### src/verilog/corebus_switch_pkg.sv
// Shared widths and types for the request switch.
// MASTERS must equal 2**TARGET_WIDTH because the target field indexes the masters directly.
package corebus_switch_pkg;

  //////////////////////////////////////////////////
  // Bus widths
  //////////////////////////////////////////////////

  localparam int MASTERS      = 4;
  localparam int TARGET_WIDTH = 2;
  localparam int ADDR_WIDTH   = 16;
  localparam int ID_WIDTH     = 4;
  // Beats minus one, only meaningful for writes
  localparam int LEN_WIDTH    = 4;
  localparam int DATA_WIDTH   = 32;
  localparam int CMD_WIDTH    = 2;

  //////////////////////////////////////////////////
  // Command encoding
  //////////////////////////////////////////////////

  typedef enum logic [CMD_WIDTH-1:0] {
    CMD_READ         = 2'd0,
    CMD_WRITE        = 2'd1,
    CMD_WRITE_NP     = 2'd2,
    // Goes to every master, no data beats follow
    CMD_BROADCAST    = 2'd3
  } command_type;

  //////////////////////////////////////////////////
  // Address word
  //////////////////////////////////////////////////

  // Target select sits in the top bits
  typedef struct packed {
    logic [TARGET_WIDTH-1:0]            target;
    logic [ADDR_WIDTH-TARGET_WIDTH-1:0] offset;
  } addr_split;

  typedef union packed {
    logic [ADDR_WIDTH-1:0] raw;
    addr_split             split;
  } request_addr;

endpackage

### src/verilog/request_fifo.sv
// Synchronous FIFO with valid/accept on both sides and no fall-through.
// A pushed entry shows at the output one edge later. Any DEPTH of 1 or more works.
`timescale 1ns/1ps

module request_fifo #(
  parameter int DEPTH = 2,
  parameter int WIDTH = 8
)(
  input  logic             i_clk,
  input  logic             i_rst_n,
  input  logic             i_push_valid,
  output logic             o_push_accept,
  input  logic [WIDTH-1:0] i_push_data,
  output logic             o_pop_valid,
  input  logic             i_pop_accept,
  output logic [WIDTH-1:0] o_pop_data
);

  localparam int PTR_WIDTH   = (DEPTH > 1) ? $clog2(DEPTH) : 1;
  localparam int COUNT_WIDTH = $clog2(DEPTH + 1);

  logic [WIDTH-1:0]       mem [DEPTH];
  logic [PTR_WIDTH-1:0]   wr_ptr;
  logic [PTR_WIDTH-1:0]   rd_ptr;
  logic [COUNT_WIDTH-1:0] count;
  logic                   push;
  logic                   pop;

  //////////////////////////////////////////////////
  // Handshake
  //////////////////////////////////////////////////

  assign o_push_accept = (count != COUNT_WIDTH'(DEPTH));
  assign o_pop_valid   = (count != '0);
  assign o_pop_data    = mem[rd_ptr];

  assign push = i_push_valid && o_push_accept;
  assign pop  = o_pop_valid && i_pop_accept;

  //////////////////////////////////////////////////
  // Storage
  //////////////////////////////////////////////////

  always_ff @(posedge i_clk) begin
    if (push) begin
      mem[wr_ptr] <= i_push_data;
    end
  end

  // Pointers wrap at DEPTH, so non power of two depths are fine
  always_ff @(posedge i_clk or negedge i_rst_n) begin
    if (!i_rst_n) begin
      wr_ptr <= '0;
    end else if (push) begin
      if (wr_ptr == PTR_WIDTH'(DEPTH - 1)) begin
        wr_ptr <= '0;
      end else begin
        wr_ptr <= wr_ptr + 1'b1;
      end
    end
  end

  always_ff @(posedge i_clk or negedge i_rst_n) begin
    if (!i_rst_n) begin
      rd_ptr <= '0;
    end else if (pop) begin
      if (rd_ptr == PTR_WIDTH'(DEPTH - 1)) begin
        rd_ptr <= '0;
      end else begin
        rd_ptr <= rd_ptr + 1'b1;
      end
    end
  end

  always_ff @(posedge i_clk or negedge i_rst_n) begin
    if (!i_rst_n) begin
      count <= '0;
    end else begin
      case ({push, pop})
        2'b10:   count <= count + 1'b1;
        2'b01:   count <= count - 1'b1;
        default: count <= count;
      endcase
    end
  end

  a_count_bound: assert property (
    @(posedge i_clk) disable iff (!i_rst_n)
    count <= COUNT_WIDTH'(DEPTH)
  ) else $error("request_fifo count %0d above depth %0d", count, DEPTH);

endmodule

### src/verilog/switch_control.sv
// Routes the slave queue heads into the master queues. Combinational apart from tracking flops.
// Write data follows the most recent write command; a new write waits for the last beat.
`timescale 1ns/1ps

module switch_control (
  input  logic                                     i_clk,
  input  logic                                     i_rst_n,
  input  logic                                     i_cmd_valid,
  input  corebus_switch_pkg::command_type          i_cmd_type,
  input  corebus_switch_pkg::request_addr          i_cmd_addr,
  input  logic [corebus_switch_pkg::LEN_WIDTH-1:0] i_cmd_len,
  output logic                                     o_cmd_pop,
  input  logic                                     i_data_valid,
  input  logic                                     i_data_last,
  output logic                                     o_data_pop,
  output logic [corebus_switch_pkg::MASTERS-1:0]   o_cmd_push,
  input  logic [corebus_switch_pkg::MASTERS-1:0]   i_cmd_space,
  output logic [corebus_switch_pkg::MASTERS-1:0]   o_data_push,
  input  logic [corebus_switch_pkg::MASTERS-1:0]   i_data_space
);

  logic                                     is_broadcast;
  logic                                     is_write;
  logic                                     cmd_go;
  logic [corebus_switch_pkg::MASTERS-1:0]   target_mask;
  logic [corebus_switch_pkg::MASTERS-1:0]   cmd_need;
  logic [corebus_switch_pkg::MASTERS-1:0]   cmd_done;
  logic [corebus_switch_pkg::MASTERS-1:0]   data_route;
  logic                                     data_pending;
  logic [corebus_switch_pkg::LEN_WIDTH-1:0] beats_left;

  //////////////////////////////////////////////////
  // Target decode
  //////////////////////////////////////////////////

  assign is_broadcast = (i_cmd_type == corebus_switch_pkg::CMD_BROADCAST);
  assign is_write     = (i_cmd_type == corebus_switch_pkg::CMD_WRITE) ||
                        (i_cmd_type == corebus_switch_pkg::CMD_WRITE_NP);

  always_comb begin
    for (int i = 0; i < corebus_switch_pkg::MASTERS; i++) begin
      target_mask[i] = is_broadcast ||
        (i_cmd_addr.split.target == corebus_switch_pkg::TARGET_WIDTH'(i));
    end
  end

  //////////////////////////////////////////////////
  // Command routing
  //////////////////////////////////////////////////

  // Hold a new write until the previous write has drained its beats
  assign cmd_go   = i_cmd_valid && !(is_write && data_pending);

  // Masters that already took a broadcast drop out of the push set
  assign cmd_need = target_mask & ~cmd_done;

  assign o_cmd_push = cmd_go ? cmd_need : '0;

  // Release once every remaining target has space this cycle
  assign o_cmd_pop  = cmd_go && ((cmd_need & ~i_cmd_space) == '0);

  always_ff @(posedge i_clk or negedge i_rst_n) begin
    if (!i_rst_n) begin
      cmd_done <= '0;
    end else if (o_cmd_pop) begin
      cmd_done <= '0;
    end else begin
      cmd_done <= cmd_done | (o_cmd_push & i_cmd_space);
    end
  end

  //////////////////////////////////////////////////
  // Write data steering
  //////////////////////////////////////////////////

  always_ff @(posedge i_clk or negedge i_rst_n) begin
    if (!i_rst_n) begin
      data_pending <= 1'b0;
      data_route   <= '0;
      beats_left   <= '0;
    end else if (o_cmd_pop && is_write) begin
      data_pending <= 1'b1;
      data_route   <= target_mask;
      beats_left   <= i_cmd_len;
    end else if (o_data_pop) begin
      beats_left <= beats_left - 1'b1;
      if (i_data_last) begin
        data_pending <= 1'b0;
      end
    end
  end

  assign o_data_push = (data_pending && i_data_valid) ? data_route : '0;
  assign o_data_pop  = |(o_data_push & i_data_space);

  //////////////////////////////////////////////////
  // Checks
  //////////////////////////////////////////////////

  a_data_push_onehot: assert property (
    @(posedge i_clk) disable iff (!i_rst_n)
    $onehot0(o_data_push)
  ) else $error("switch_control data push not one-hot: %b", o_data_push);

  a_no_data_when_idle: assert property (
    @(posedge i_clk) disable iff (!i_rst_n)
    !data_pending |-> (o_data_push == '0)
  ) else $error("switch_control data pushed with no write pending");

  a_cmd_push_onehot: assert property (
    @(posedge i_clk) disable iff (!i_rst_n)
    (i_cmd_valid && !is_broadcast) |-> $onehot0(o_cmd_push)
  ) else $error("switch_control command push not one-hot: %b", o_cmd_push);

  // Last flag must line up with the burst length of the write it follows
  a_last_on_final_beat: assert property (
    @(posedge i_clk) disable iff (!i_rst_n)
    o_data_pop |-> (i_data_last == (beats_left == '0))
  ) else $error("switch_control last flag mismatch, %0d beats left", beats_left);

endmodule

### src/verilog/request_switch_top.sv
// One slave port to four master ports. Each queue adds one cycle; no response path.
// Master port arrays are indexed by the target field of the address.
`timescale 1ns/1ps

module request_switch_top #(
  parameter int CMD_DEPTH  = 4,
  parameter int DATA_DEPTH = 8
)(
  input  logic                                                   i_clk,
  input  logic                                                   i_rst_n,
  // Slave command channel
  input  logic                                                   i_scmd_valid,
  input  corebus_switch_pkg::command_type                        i_scmd_type,
  input  logic [corebus_switch_pkg::ID_WIDTH-1:0]                i_scmd_id,
  input  logic [corebus_switch_pkg::ADDR_WIDTH-1:0]              i_scmd_addr,
  input  logic [corebus_switch_pkg::LEN_WIDTH-1:0]               i_scmd_len,
  output logic                                                   o_scmd_accept,
  // Slave data channel
  input  logic                                                   i_sdata_valid,
  input  logic [corebus_switch_pkg::DATA_WIDTH-1:0]              i_sdata,
  input  logic                                                   i_sdata_last,
  output logic                                                   o_sdata_accept,
  // Master command channels
  output logic [corebus_switch_pkg::MASTERS-1:0]                 o_mcmd_valid,
  output corebus_switch_pkg::command_type [corebus_switch_pkg::MASTERS-1:0] o_mcmd_type,
  output logic [corebus_switch_pkg::MASTERS-1:0][corebus_switch_pkg::ID_WIDTH-1:0]
                                                                 o_mcmd_id,
  output logic [corebus_switch_pkg::MASTERS-1:0][corebus_switch_pkg::ADDR_WIDTH-1:0]
                                                                 o_mcmd_addr,
  output logic [corebus_switch_pkg::MASTERS-1:0][corebus_switch_pkg::LEN_WIDTH-1:0]
                                                                 o_mcmd_len,
  input  logic [corebus_switch_pkg::MASTERS-1:0]                 i_mcmd_accept,
  // Master data channels
  output logic [corebus_switch_pkg::MASTERS-1:0]                 o_mdata_valid,
  output logic [corebus_switch_pkg::MASTERS-1:0][corebus_switch_pkg::DATA_WIDTH-1:0]
                                                                 o_mdata,
  output logic [corebus_switch_pkg::MASTERS-1:0]                 o_mdata_last,
  input  logic [corebus_switch_pkg::MASTERS-1:0]                 i_mdata_accept
);

  // Command word layout, low to high: len, addr, id, type
  localparam int ADDR_LSB  = corebus_switch_pkg::LEN_WIDTH;
  localparam int ID_LSB    = ADDR_LSB + corebus_switch_pkg::ADDR_WIDTH;
  localparam int TYPE_LSB  = ID_LSB + corebus_switch_pkg::ID_WIDTH;
  localparam int CMD_WORD  = TYPE_LSB + corebus_switch_pkg::CMD_WIDTH;
  // Data word is last flag above the beat
  localparam int DATA_WORD = corebus_switch_pkg::DATA_WIDTH + 1;

  logic [CMD_WORD-1:0]                         scmd_head;
  logic                                        scmd_head_valid;
  logic                                        scmd_pop;
  corebus_switch_pkg::request_addr             scmd_head_addr;
  logic [DATA_WORD-1:0]                        sdata_head;
  logic                                        sdata_head_valid;
  logic                                        sdata_pop;
  logic [corebus_switch_pkg::MASTERS-1:0]      cmd_push;
  logic [corebus_switch_pkg::MASTERS-1:0]      cmd_space;
  logic [corebus_switch_pkg::MASTERS-1:0]      data_push;
  logic [corebus_switch_pkg::MASTERS-1:0]      data_space;
  logic [corebus_switch_pkg::MASTERS-1:0][CMD_WORD-1:0]  mcmd_word;
  logic [corebus_switch_pkg::MASTERS-1:0][DATA_WORD-1:0] mdata_word;

  //////////////////////////////////////////////////
  // Slave queues
  //////////////////////////////////////////////////

  request_fifo #(
    .DEPTH (CMD_DEPTH),
    .WIDTH (CMD_WORD)
  ) u_scmd_fifo (
    .i_clk         (i_clk),
    .i_rst_n       (i_rst_n),
    .i_push_valid  (i_scmd_valid),
    .o_push_accept (o_scmd_accept),
    .i_push_data   ({i_scmd_type, i_scmd_id, i_scmd_addr, i_scmd_len}),
    .o_pop_valid   (scmd_head_valid),
    .i_pop_accept  (scmd_pop),
    .o_pop_data    (scmd_head)
  );

  request_fifo #(
    .DEPTH (DATA_DEPTH),
    .WIDTH (DATA_WORD)
  ) u_sdata_fifo (
    .i_clk         (i_clk),
    .i_rst_n       (i_rst_n),
    .i_push_valid  (i_sdata_valid),
    .o_push_accept (o_sdata_accept),
    .i_push_data   ({i_sdata_last, i_sdata}),
    .o_pop_valid   (sdata_head_valid),
    .i_pop_accept  (sdata_pop),
    .o_pop_data    (sdata_head)
  );

  assign scmd_head_addr.raw = scmd_head[ADDR_LSB +: corebus_switch_pkg::ADDR_WIDTH];

  //////////////////////////////////////////////////
  // Routing
  //////////////////////////////////////////////////

  switch_control u_control (
    .i_clk        (i_clk),
    .i_rst_n      (i_rst_n),
    .i_cmd_valid  (scmd_head_valid),
    .i_cmd_type   (corebus_switch_pkg::command_type'(
                     scmd_head[TYPE_LSB +: corebus_switch_pkg::CMD_WIDTH])),
    .i_cmd_addr   (scmd_head_addr),
    .i_cmd_len    (scmd_head[0 +: corebus_switch_pkg::LEN_WIDTH]),
    .o_cmd_pop    (scmd_pop),
    .i_data_valid (sdata_head_valid),
    .i_data_last  (sdata_head[corebus_switch_pkg::DATA_WIDTH]),
    .o_data_pop   (sdata_pop),
    .o_cmd_push   (cmd_push),
    .i_cmd_space  (cmd_space),
    .o_data_push  (data_push),
    .i_data_space (data_space)
  );

  //////////////////////////////////////////////////
  // Master queues
  //////////////////////////////////////////////////

  // Same head word goes to every queue, the push strobe picks the taker
  for (genvar i = 0; i < corebus_switch_pkg::MASTERS; i++) begin : g_master
    request_fifo #(
      .DEPTH (CMD_DEPTH),
      .WIDTH (CMD_WORD)
    ) u_mcmd_fifo (
      .i_clk         (i_clk),
      .i_rst_n       (i_rst_n),
      .i_push_valid  (cmd_push[i]),
      .o_push_accept (cmd_space[i]),
      .i_push_data   (scmd_head),
      .o_pop_valid   (o_mcmd_valid[i]),
      .i_pop_accept  (i_mcmd_accept[i]),
      .o_pop_data    (mcmd_word[i])
    );

    request_fifo #(
      .DEPTH (DATA_DEPTH),
      .WIDTH (DATA_WORD)
    ) u_mdata_fifo (
      .i_clk         (i_clk),
      .i_rst_n       (i_rst_n),
      .i_push_valid  (data_push[i]),
      .o_push_accept (data_space[i]),
      .i_push_data   (sdata_head),
      .o_pop_valid   (o_mdata_valid[i]),
      .i_pop_accept  (i_mdata_accept[i]),
      .o_pop_data    (mdata_word[i])
    );

    assign o_mcmd_type[i]  = corebus_switch_pkg::command_type'(
                               mcmd_word[i][TYPE_LSB +: corebus_switch_pkg::CMD_WIDTH]);
    assign o_mcmd_id[i]    = mcmd_word[i][ID_LSB +: corebus_switch_pkg::ID_WIDTH];
    assign o_mcmd_addr[i]  = mcmd_word[i][ADDR_LSB +: corebus_switch_pkg::ADDR_WIDTH];
    assign o_mcmd_len[i]   = mcmd_word[i][0 +: corebus_switch_pkg::LEN_WIDTH];
    assign o_mdata[i]      = mdata_word[i][0 +: corebus_switch_pkg::DATA_WIDTH];
    assign o_mdata_last[i] = mdata_word[i][corebus_switch_pkg::DATA_WIDTH];
  end

endmodule

### config.mk
export PLATFORM = sky130hd
export DESIGN_NAME = request_switch_top
export DESIGN_NICKNAME = d
export VERILOG_FILES = /design/src/verilog/corebus_switch_pkg.sv /design/src/verilog/request_fifo.sv /design/src/verilog/switch_control.sv /design/src/verilog/request_switch_top.sv
export SDC_FILE = /design/constraint.sdc
export NUM_CORES = 2
export LEC_CHECK = 0
export BUFFER_PORTS_ARGS = -buffer_cell sky130_fd_sc_hd__buf_2
export CAP_MARGIN = 0
export CORE_ASPECT_RATIO = 0.75
export CORE_UTILIZATION = 45
export CTS_CLUSTER_DIAMETER = 60
export DETAILED_ROUTE_END_ITERATION = 6
export MAX_ROUTING_LAYER = met4
export SKIP_LAST_GASP = 1
export SLEW_MARGIN = 20
export SYNTH_ARGS = -nofsm -noshare
export SYNTH_HDL_FRONTEND = slang
export SYNTH_SLANG_ARGS = --single-unit
### constraint.sdc
create_clock -name i_clk -period 4.8 [get_ports i_clk]
set_input_delay 0.24 -clock i_clk [delete_from_list [all_inputs] [get_ports i_clk]]
set_output_delay 0.24 -clock i_clk [all_outputs]
set_load 0.01 [all_outputs]
======== After elaboration in Yosys (flattened, before gate mapping) ========
Memory sizes are Yosys's and may differ from the RTL's.
Cells that the tools add are included.
storage, ports and cells
  flip-flop bits (word level) ............. 94
  bits in writable memories ............... 1840
  input bits .............................. 71
  output and inout bits ................... 246
  logic and storage cells ................. 259
  memories ................................ 10
memory list
  memory                        words  bits a word  read ports  clocked after memory_dff  wr ports  line                text
  g_master[0].u_mdata_fifo.mem  8      33           1           0                         1         request_fifo.sv:22  logic [WIDTH-1:0] mem [DEPTH];
  g_master[1].u_mdata_fifo.mem  8      33           1           0                         1         request_fifo.sv:22
  g_master[2].u_mdata_fifo.mem  8      33           1           0                         1         request_fifo.sv:22
  g_master[3].u_mdata_fifo.mem  8      33           1           0                         1         request_fifo.sv:22
  u_sdata_fifo.mem              8      33           1           0                         1         request_fifo.sv:22
  g_master[0].u_mcmd_fifo.mem   4      26           1           0                         1         request_fifo.sv:22
  +4 memories                   --     --           --          --                        --        --
cells by class
  add/subtract/negate cells ............... 40
  eq/ne operators ......................... 56
  mux-type cells .......................... 56
  bitwise operators ....................... 7
  reduce and logical (&&, ||, !) cells .... 57
operators with widths
  kind                 number
  $eq 2x2->1 const B   24
  $add 3x1->3 const B  15
  $pmux 4 s2           5
  $eq 3x3->1 const B   10
  $mux 3               10
  $pmux 3 s2           5
  $logic_and 1x1->1    25
  $eq 2x1->1 const B   12
  $reduce_bool 2->1    12
  $mux 1               23
  $add 2x1->2 const B  10
  $add 4x1->4 const B  5
  $mux 2               10
  $ne 4x4->1 const B   5
  $reduce_bool 4->1    5
  $sub 4x1->4 const B  5
  $and 4x4->4          4
  $ne 3x3->1 const B   5
  $reduce_bool 3->1    5
  $sub 3x1->3 const B  5
  $mux 4               3
  $not 4->4            2
  $logic_or 1x1->1     5
  $logic_not 4->1      1
  other kinds (5)      5

======== Longest topological paths before layout ========
An unclocked memory read counts as a cell.
  depth in word-level cells ............... 10
  depth in mapped cells ................... 16
  gate-level depth less buffers ........... 13

======== Modules after synthesis ========
A second synthesis with hierarchy kept.
second synthesis, totals
  cell total of the unflattened synthesis .. 3175
  area, all modules ....................... 74826.8 sq um
by module, submodules not included
  module                                        times used  cells each  area an instance (sq um)  sequential area each (sq um)
  request_fifo at g_master[1].u_mdata_fifo ...  4           447         10650.2                   8177.8
  request_fifo at g_master[0].u_mcmd_fifo ...   4           176         4202.8                    3298.2
  request_fifo at g_master[0].u_mdata_fifo      1           449         10662.7                   8177.8
  request_fifo at g_master[1].u_mcmd_fifo       1           176         4216.5                    3298.2
  switch_control                                1           58          535.5                     225.2

======== Worst setup path after synthesis ========
OpenSTA, ideal clock, no wires.
  path type ............................... flip-flop to flip-flop
  from .................................... register u_sdata_fifo.count[1]
  to ...................................... memory g_master[2].u_mdata_fifo.mem[0][0] (netlist bit), enable pin
  setup time .............................. 0.507 ns
  data arrival time ....................... 4.431 ns
  required time ........................... 4.293 ns
  path slack .............................. -0.138 ns
  cell stages (with the launch flop) ...... 6
  path buffers ............................ 2
  period minus slack after synthesis ...... 4.938 ns
  cell sequence ........................... dfrtp_1 clkbuf_1 o41a_1 clkbuf_1 nand3_1 nor4_1
on the way
  longest elaborated chain between the ends .. 6
RTL lines
  what                          line                  text
  start, declared               request_fifo.sv:25    logic [COUNT_WIDTH-1:0] count;
  start signal, assigned        request_fifo.sv:80    2'b10: count <= count + 1'b1;
  start signal, assigned        request_fifo.sv:81    2'b01: count <= count - 1'b1;
  start signal, assigned        request_fifo.sv:82    default: count <= count;
  $reduce_bool 4->1             request_fifo.sv:34    assign o_pop_valid = (count != '0);
  $logic_and 1x1->1             switch_control.sv:93  assign o_data_push = (data_pending && i_data_valid) ? data_route : '0;
  $mux 4                        switch_control.sv:93
  $logic_and 1x1->1             request_fifo.sv:37    assign push = i_push_valid && o_push_accept;
  $mux 1                        request_fifo.sv:45    if (push) begin
  $mux 1 (not written as such)  request_fifo.sv:46    mem[wr_ptr] <= i_push_data;
  end, declared                 request_fifo.sv:22
No other way between the ends.

======== Worst setup path in the final report ========
  from .................................... register u_sdata_fifo.count[1]
  to ...................................... register u_sdata_fifo.count[2]
on the way
  longest elaborated chain between the ends .. 8
  elaborated cells on any way between the ends .. 14
  those cells by class .................... add/sub: 2; eq/ne: 3; mux: 2; bitwise: 1; reduce/logical: 6
RTL lines
  what                                             line                  text
  $reduce_bool 4->1 (*)                            request_fifo.sv:34
  $logic_and 1x1->1                                switch_control.sv:93
  $mux 4                                           switch_control.sv:93
  $and 4x4->4                                      switch_control.sv:94  assign o_data_pop = |(o_data_push & i_data_space);
  $reduce_or 4->1                                  switch_control.sv:94
  $logic_and 1x1->1 (*)                            request_fifo.sv:38    assign pop = o_pop_valid && i_pop_accept;
  via u_sdata_fifo.pop                             request_fifo.sv:27    logic pop;
  $eq 2x1->1 or $eq 2x2->1 (tied branches)         request_fifo.sv:79    case ({push, pop})
  $pmux 4 s2 or $reduce_bool 2->1 (tied branches)  --
Mark *: on every way through the listed nets, which the timed path passes. The rest lies on a longest branch.
A chain may end at the register's enable or synchronous reset.

==> impl_metrics.yaml <==
final_layout:
  area_growth_pct: 15.3
  final_area_mm2: 0.0849
  regArea_mm2: 0.0576
  multi_input_comb_area_mm2: 0.0156
  final_nets: 3811
  post_route_cells_drive_above_1_share: 0.357
  fin_cells: 5983
  mostFrequentLayoutCell: "edfxtp_1"
  final_cell_mix: "edfxtp_1 (1840), mux4_2 (460), buf_2 (315)"
  nFillCells: 12600
placed_design:
  placed_cells: 5555
  dp_hpwl_um: 93900
  gp_congestion: 0.743
  numPortBuffers: 316
  dpl-instance-area_mm2: 0.0784
  dp_slack_ns: 0.884
drt:
  firstDrtPassIters: 5
  avgRoutedWirePerCell_um: 27.2
  vias_per_cell: 5.53
  vias: 33100
  ant_nets: 0
  drtIter0Drc: 2755
  drc: 0
  wl_um: 163000
setup_path:
  crit_family: "simple AND/OR/NAND/NOR gates"
  timing.rr.start: "u_sdata_fifo.count[1]$_DFFE_PN0P_"
  r2r-end: "u_sdata_fifo.count[2]$_DFFE_PN0P_"
  worstSetupStartpointType: "flip-flop"
  crit_fanout: 11
  critical_path_required_ns: 5.49
  arrival_ns: 4.60
  critPathKind: "flip-flop to flip-flop"
  worst_path_max_delay_cell: "o41a_1"
  regToRegSetupSlack_ns: 0.90
  critPathMaxStageDelay_ns: 0.74
  timing.critical_path.cells: "o41a_1, nand3_1, nand4_1, ha_1, xor2_1, ha_1, a21oi_1, xor2_1, nor2_1, xor2_1"
  worst-path-buf-inv: 0
  cpMostUsedCell: "xor2_1"
  reg2reg_depth: 10
  end_kind: "flip-flop"
clocking:
  root_buffer: "clkbuf_16"
  cts.clk_slew.worst_paths_ns: 0.06
  post_cts_buffers: 0
  cts_tree: "yes"
  cts.sinks: 1934
  numCtsBuffers: 184
  cts-htree-levels: 4
  clockBufferDepth: 3
  clock_latency_ns: 0.83
power:
  cellPowerDensity_mw_per_mm2: 705
  irDropWorstVdd_mv: 0.450
  internal_power_mw: 39.8
  p_sw_frac: 0.336
  p_clk_frac: 0.233
  leakagePower_nw: 27.7
  combPwrFrac: 0.322
  pwr-share-seq: 0.446
  power.switching_mw: 20.1
die:
  rows: 128
  die-area_mm2: 0.165
  initial_utilization: 0.454
  dieWidth_um: 469
  die_y_um: 352
  core_area_mm2: 0.162
  ios: 317
timing:
  setup_ws_ns: 0.896
  worst_pin_slew_ns: 1.13
  fmax_mhz: 256
  slew_violations: 0
  finalCritPeriodShare: 0.813
  setup_viol: 0
  finClkSkew_ns: 0.0521
  fin_tns_setup_ns: 0
  slew_headroom: 0.245
  hold_viol_final: 0
  layout_min_cycle_time_ns: 3.90
  rsz0062_at_grt: "no"
yosys:
  synth_flop_cell: "edfxtp_1"
  syn_inst: 3149
  ys_seq_elements: 1934
  synthArstFlopShare: 0.0486
  syn_nets: 3295
  yosysUniqueCellTypes: 43
  syn_avg_cell_area_um2: 23.4
  synth-seq-area-share: 0.782
  yosys_warnings: 0
  synth_area_mm2: 0.0737
  synth_edf_count: 1840
grt:
  busiest_layer: "met2"
  met3_usage: 0.0398
  grt_max_degree: 69
  grt_use_met1: 0.292
  grt_usage: 0.203
  met2_usage: 0.304
  antenna_found_initial: 26
  grt_pass1_wl_um: 236000
  grt_pass1_vias: 33500
  grt_overflow: 0
flow_run:
  maxCapViolations: 0
min_path:
  hold_class: "input pin to async pin"
outcome:
  status: "finished, final reports clean"
## synthesized netlist by cell type, types with 2 or more instances
master | count | share of area
a21oi_1 | 5 | 0.00034
a211oi_1 | 2 | 0.00020
buf_2 | 9 | 0.00061
buf_1 | 34 | 0.0017
edfxtp_1 | 1840 | 0.75
nand2_1 | 42 | 0.0021
inv_1 | 52 | 0.0026
nor2_1 | 41 | 0.0021
buf_4 | 9 | 0.00092
nor3_1 | 42 | 0.0029
or3_1 | 5 | 0.00042
fa_1 | 9 | 0.0024
nand3_1 | 7 | 0.00048
mux2i_1 | 9 | 0.0012
o21ai_1 | 9 | 0.00061
nand2b_1 | 19 | 0.0016
dfrtp_1 | 94 | 0.032
and2_1 | 18 | 0.0015
mux4_2 | 460 | 0.14
o21ai_0 | 16 | 0.0011
clkbuf_1 | 84 | 0.0043
inv_2 | 2 | 0.00010
a2111oi_4 | 3 | 0.0011
nand4_1 | 5 | 0.00042
and3_1 | 4 | 0.00034
xor2_1 | 22 | 0.0026
a21o_1 | 19 | 0.0019
o31ai_1 | 3 | 0.00031
xnor2_1 | 14 | 0.0017
mux2_2 | 189 | 0.029
ha_1 | 66 | 0.011
nor4_1 | 5 | 0.00042
## cell type report
cell class | instances | share of cell area
clock inverter | 89 | 0.0108
timing repair buffer | 467 | 0.0347
clock buffer | 246 | 0.0576
sequential | 1934 | 0.679
multi-input combinational | 1024 | 0.184
inverter | 54 | 0.00239
tap | 2145 | 0.0316
antenna | 24 | 0.000707
## worst max path at each step
stage	slack (ns)	start	depth (start not counted)	endpoint
2_1_floorplan	0.15	u_sdata_fifo.count[1]$_DFFE_PN0P_	5	u_sdata_fifo.mem[0][0]$_DFFE_PP_
3_3_place_gp	0.95	u_scmd_fifo.rd_ptr[0]$_DFFE_PN0P_	13	u_scmd_fifo.count[2]$_DFFE_PN0P_
3_5_place_dp	0.88	u_scmd_fifo.rd_ptr[0]$_DFFE_PN0P_	13	u_scmd_fifo.count[2]$_DFFE_PN0P_
4_1_cts	0.85	u_scmd_fifo.rd_ptr[0]$_DFFE_PN0P_	13	u_scmd_fifo.count[2]$_DFFE_PN0P_
5_1_grt	0.64	u_scmd_fifo.rd_ptr[0]$_DFFE_PN0P_	13	u_scmd_fifo.count[2]$_DFFE_PN0P_
6_report	0.90	u_sdata_fifo.count[1]$_DFFE_PN0P_	10	u_sdata_fifo.count[2]$_DFFE_PN0P_
## cells by family (layout without fill, tap and decap cells)
family | after synthesis | in the layout | synth area share
AO/OA/AOI/OAI | 63 | 63 | 0.00630
XOR/XNOR | 36 | 36 | 0.00428
adder cells (fa/ha/maj) | 75 | 75 | 0.0137
buffers and inverters | 191 | 856 | 0.0104
flip-flops | 1934 | 1934 | 0.782
multiplexers | 659 | 659 | 0.171
other | 0 | 24 | 0
AND/OR/NAND/NOR | 191 | 191 | 0.0126
## metrics by stage
step	power [mW]	utilization	hold WS, ns
2_1_floorplan	38.2	-	-0.0556
3_3_place_gp	46.4	0.483	0.287
3_5_place_dp	46.7	0.483	0.279
4_1_cts	60.8	0.523	0.00249
5_1_grt	62.7	0.523	0.0396
6_report	59.9	0.523	0.0153
## flip-flops by register name, summed over array words and instances (netlist names), 8 cells and up
name	count
g_master.u_mcmd_fifo.count	12
g_master.u_mcmd_fifo.mem	416
g_master.u_mcmd_fifo.rd_ptr	8
g_master.u_mcmd_fifo.wr_ptr	8
g_master.u_mdata_fifo.count	16
g_master.u_mdata_fifo.mem	1056
g_master.u_mdata_fifo.rd_ptr	12
g_master.u_mdata_fifo.wr_ptr	12
u_scmd_fifo.mem	104
u_sdata_fifo.mem	264
## power groups by stage
stage / sequential [mW] / combinational (mW) / clock [mW]
global route: 27.1 / 20.7 / 14.9
CTS: 26.8 / 19.7 / 14.3
global placement: 27.0 / 19.4 / 0
detailed placement: 27.1 / 19.6 / 0
floorplan: 25.6 / 12.7 / 0
finish: 26.7 / 19.3 / 13.9
## what timing repair did
action	CTS	global route
endpoints found under the hold margin	459	0
hold buffers	69	0
resized for setup	0	0
## layer usage
| metal | vias to the layer above | wire length, µm |
|---|---|---|
| met2 | 732 | 76800 |
| li1 | 14200 | - |
| met3 | 212 | 9030 |
| met1 | 17900 | 74100 |
| met5 | - | 0 |
| met4 | 0 | 2830 |
(Power assumes the default switching activity.)
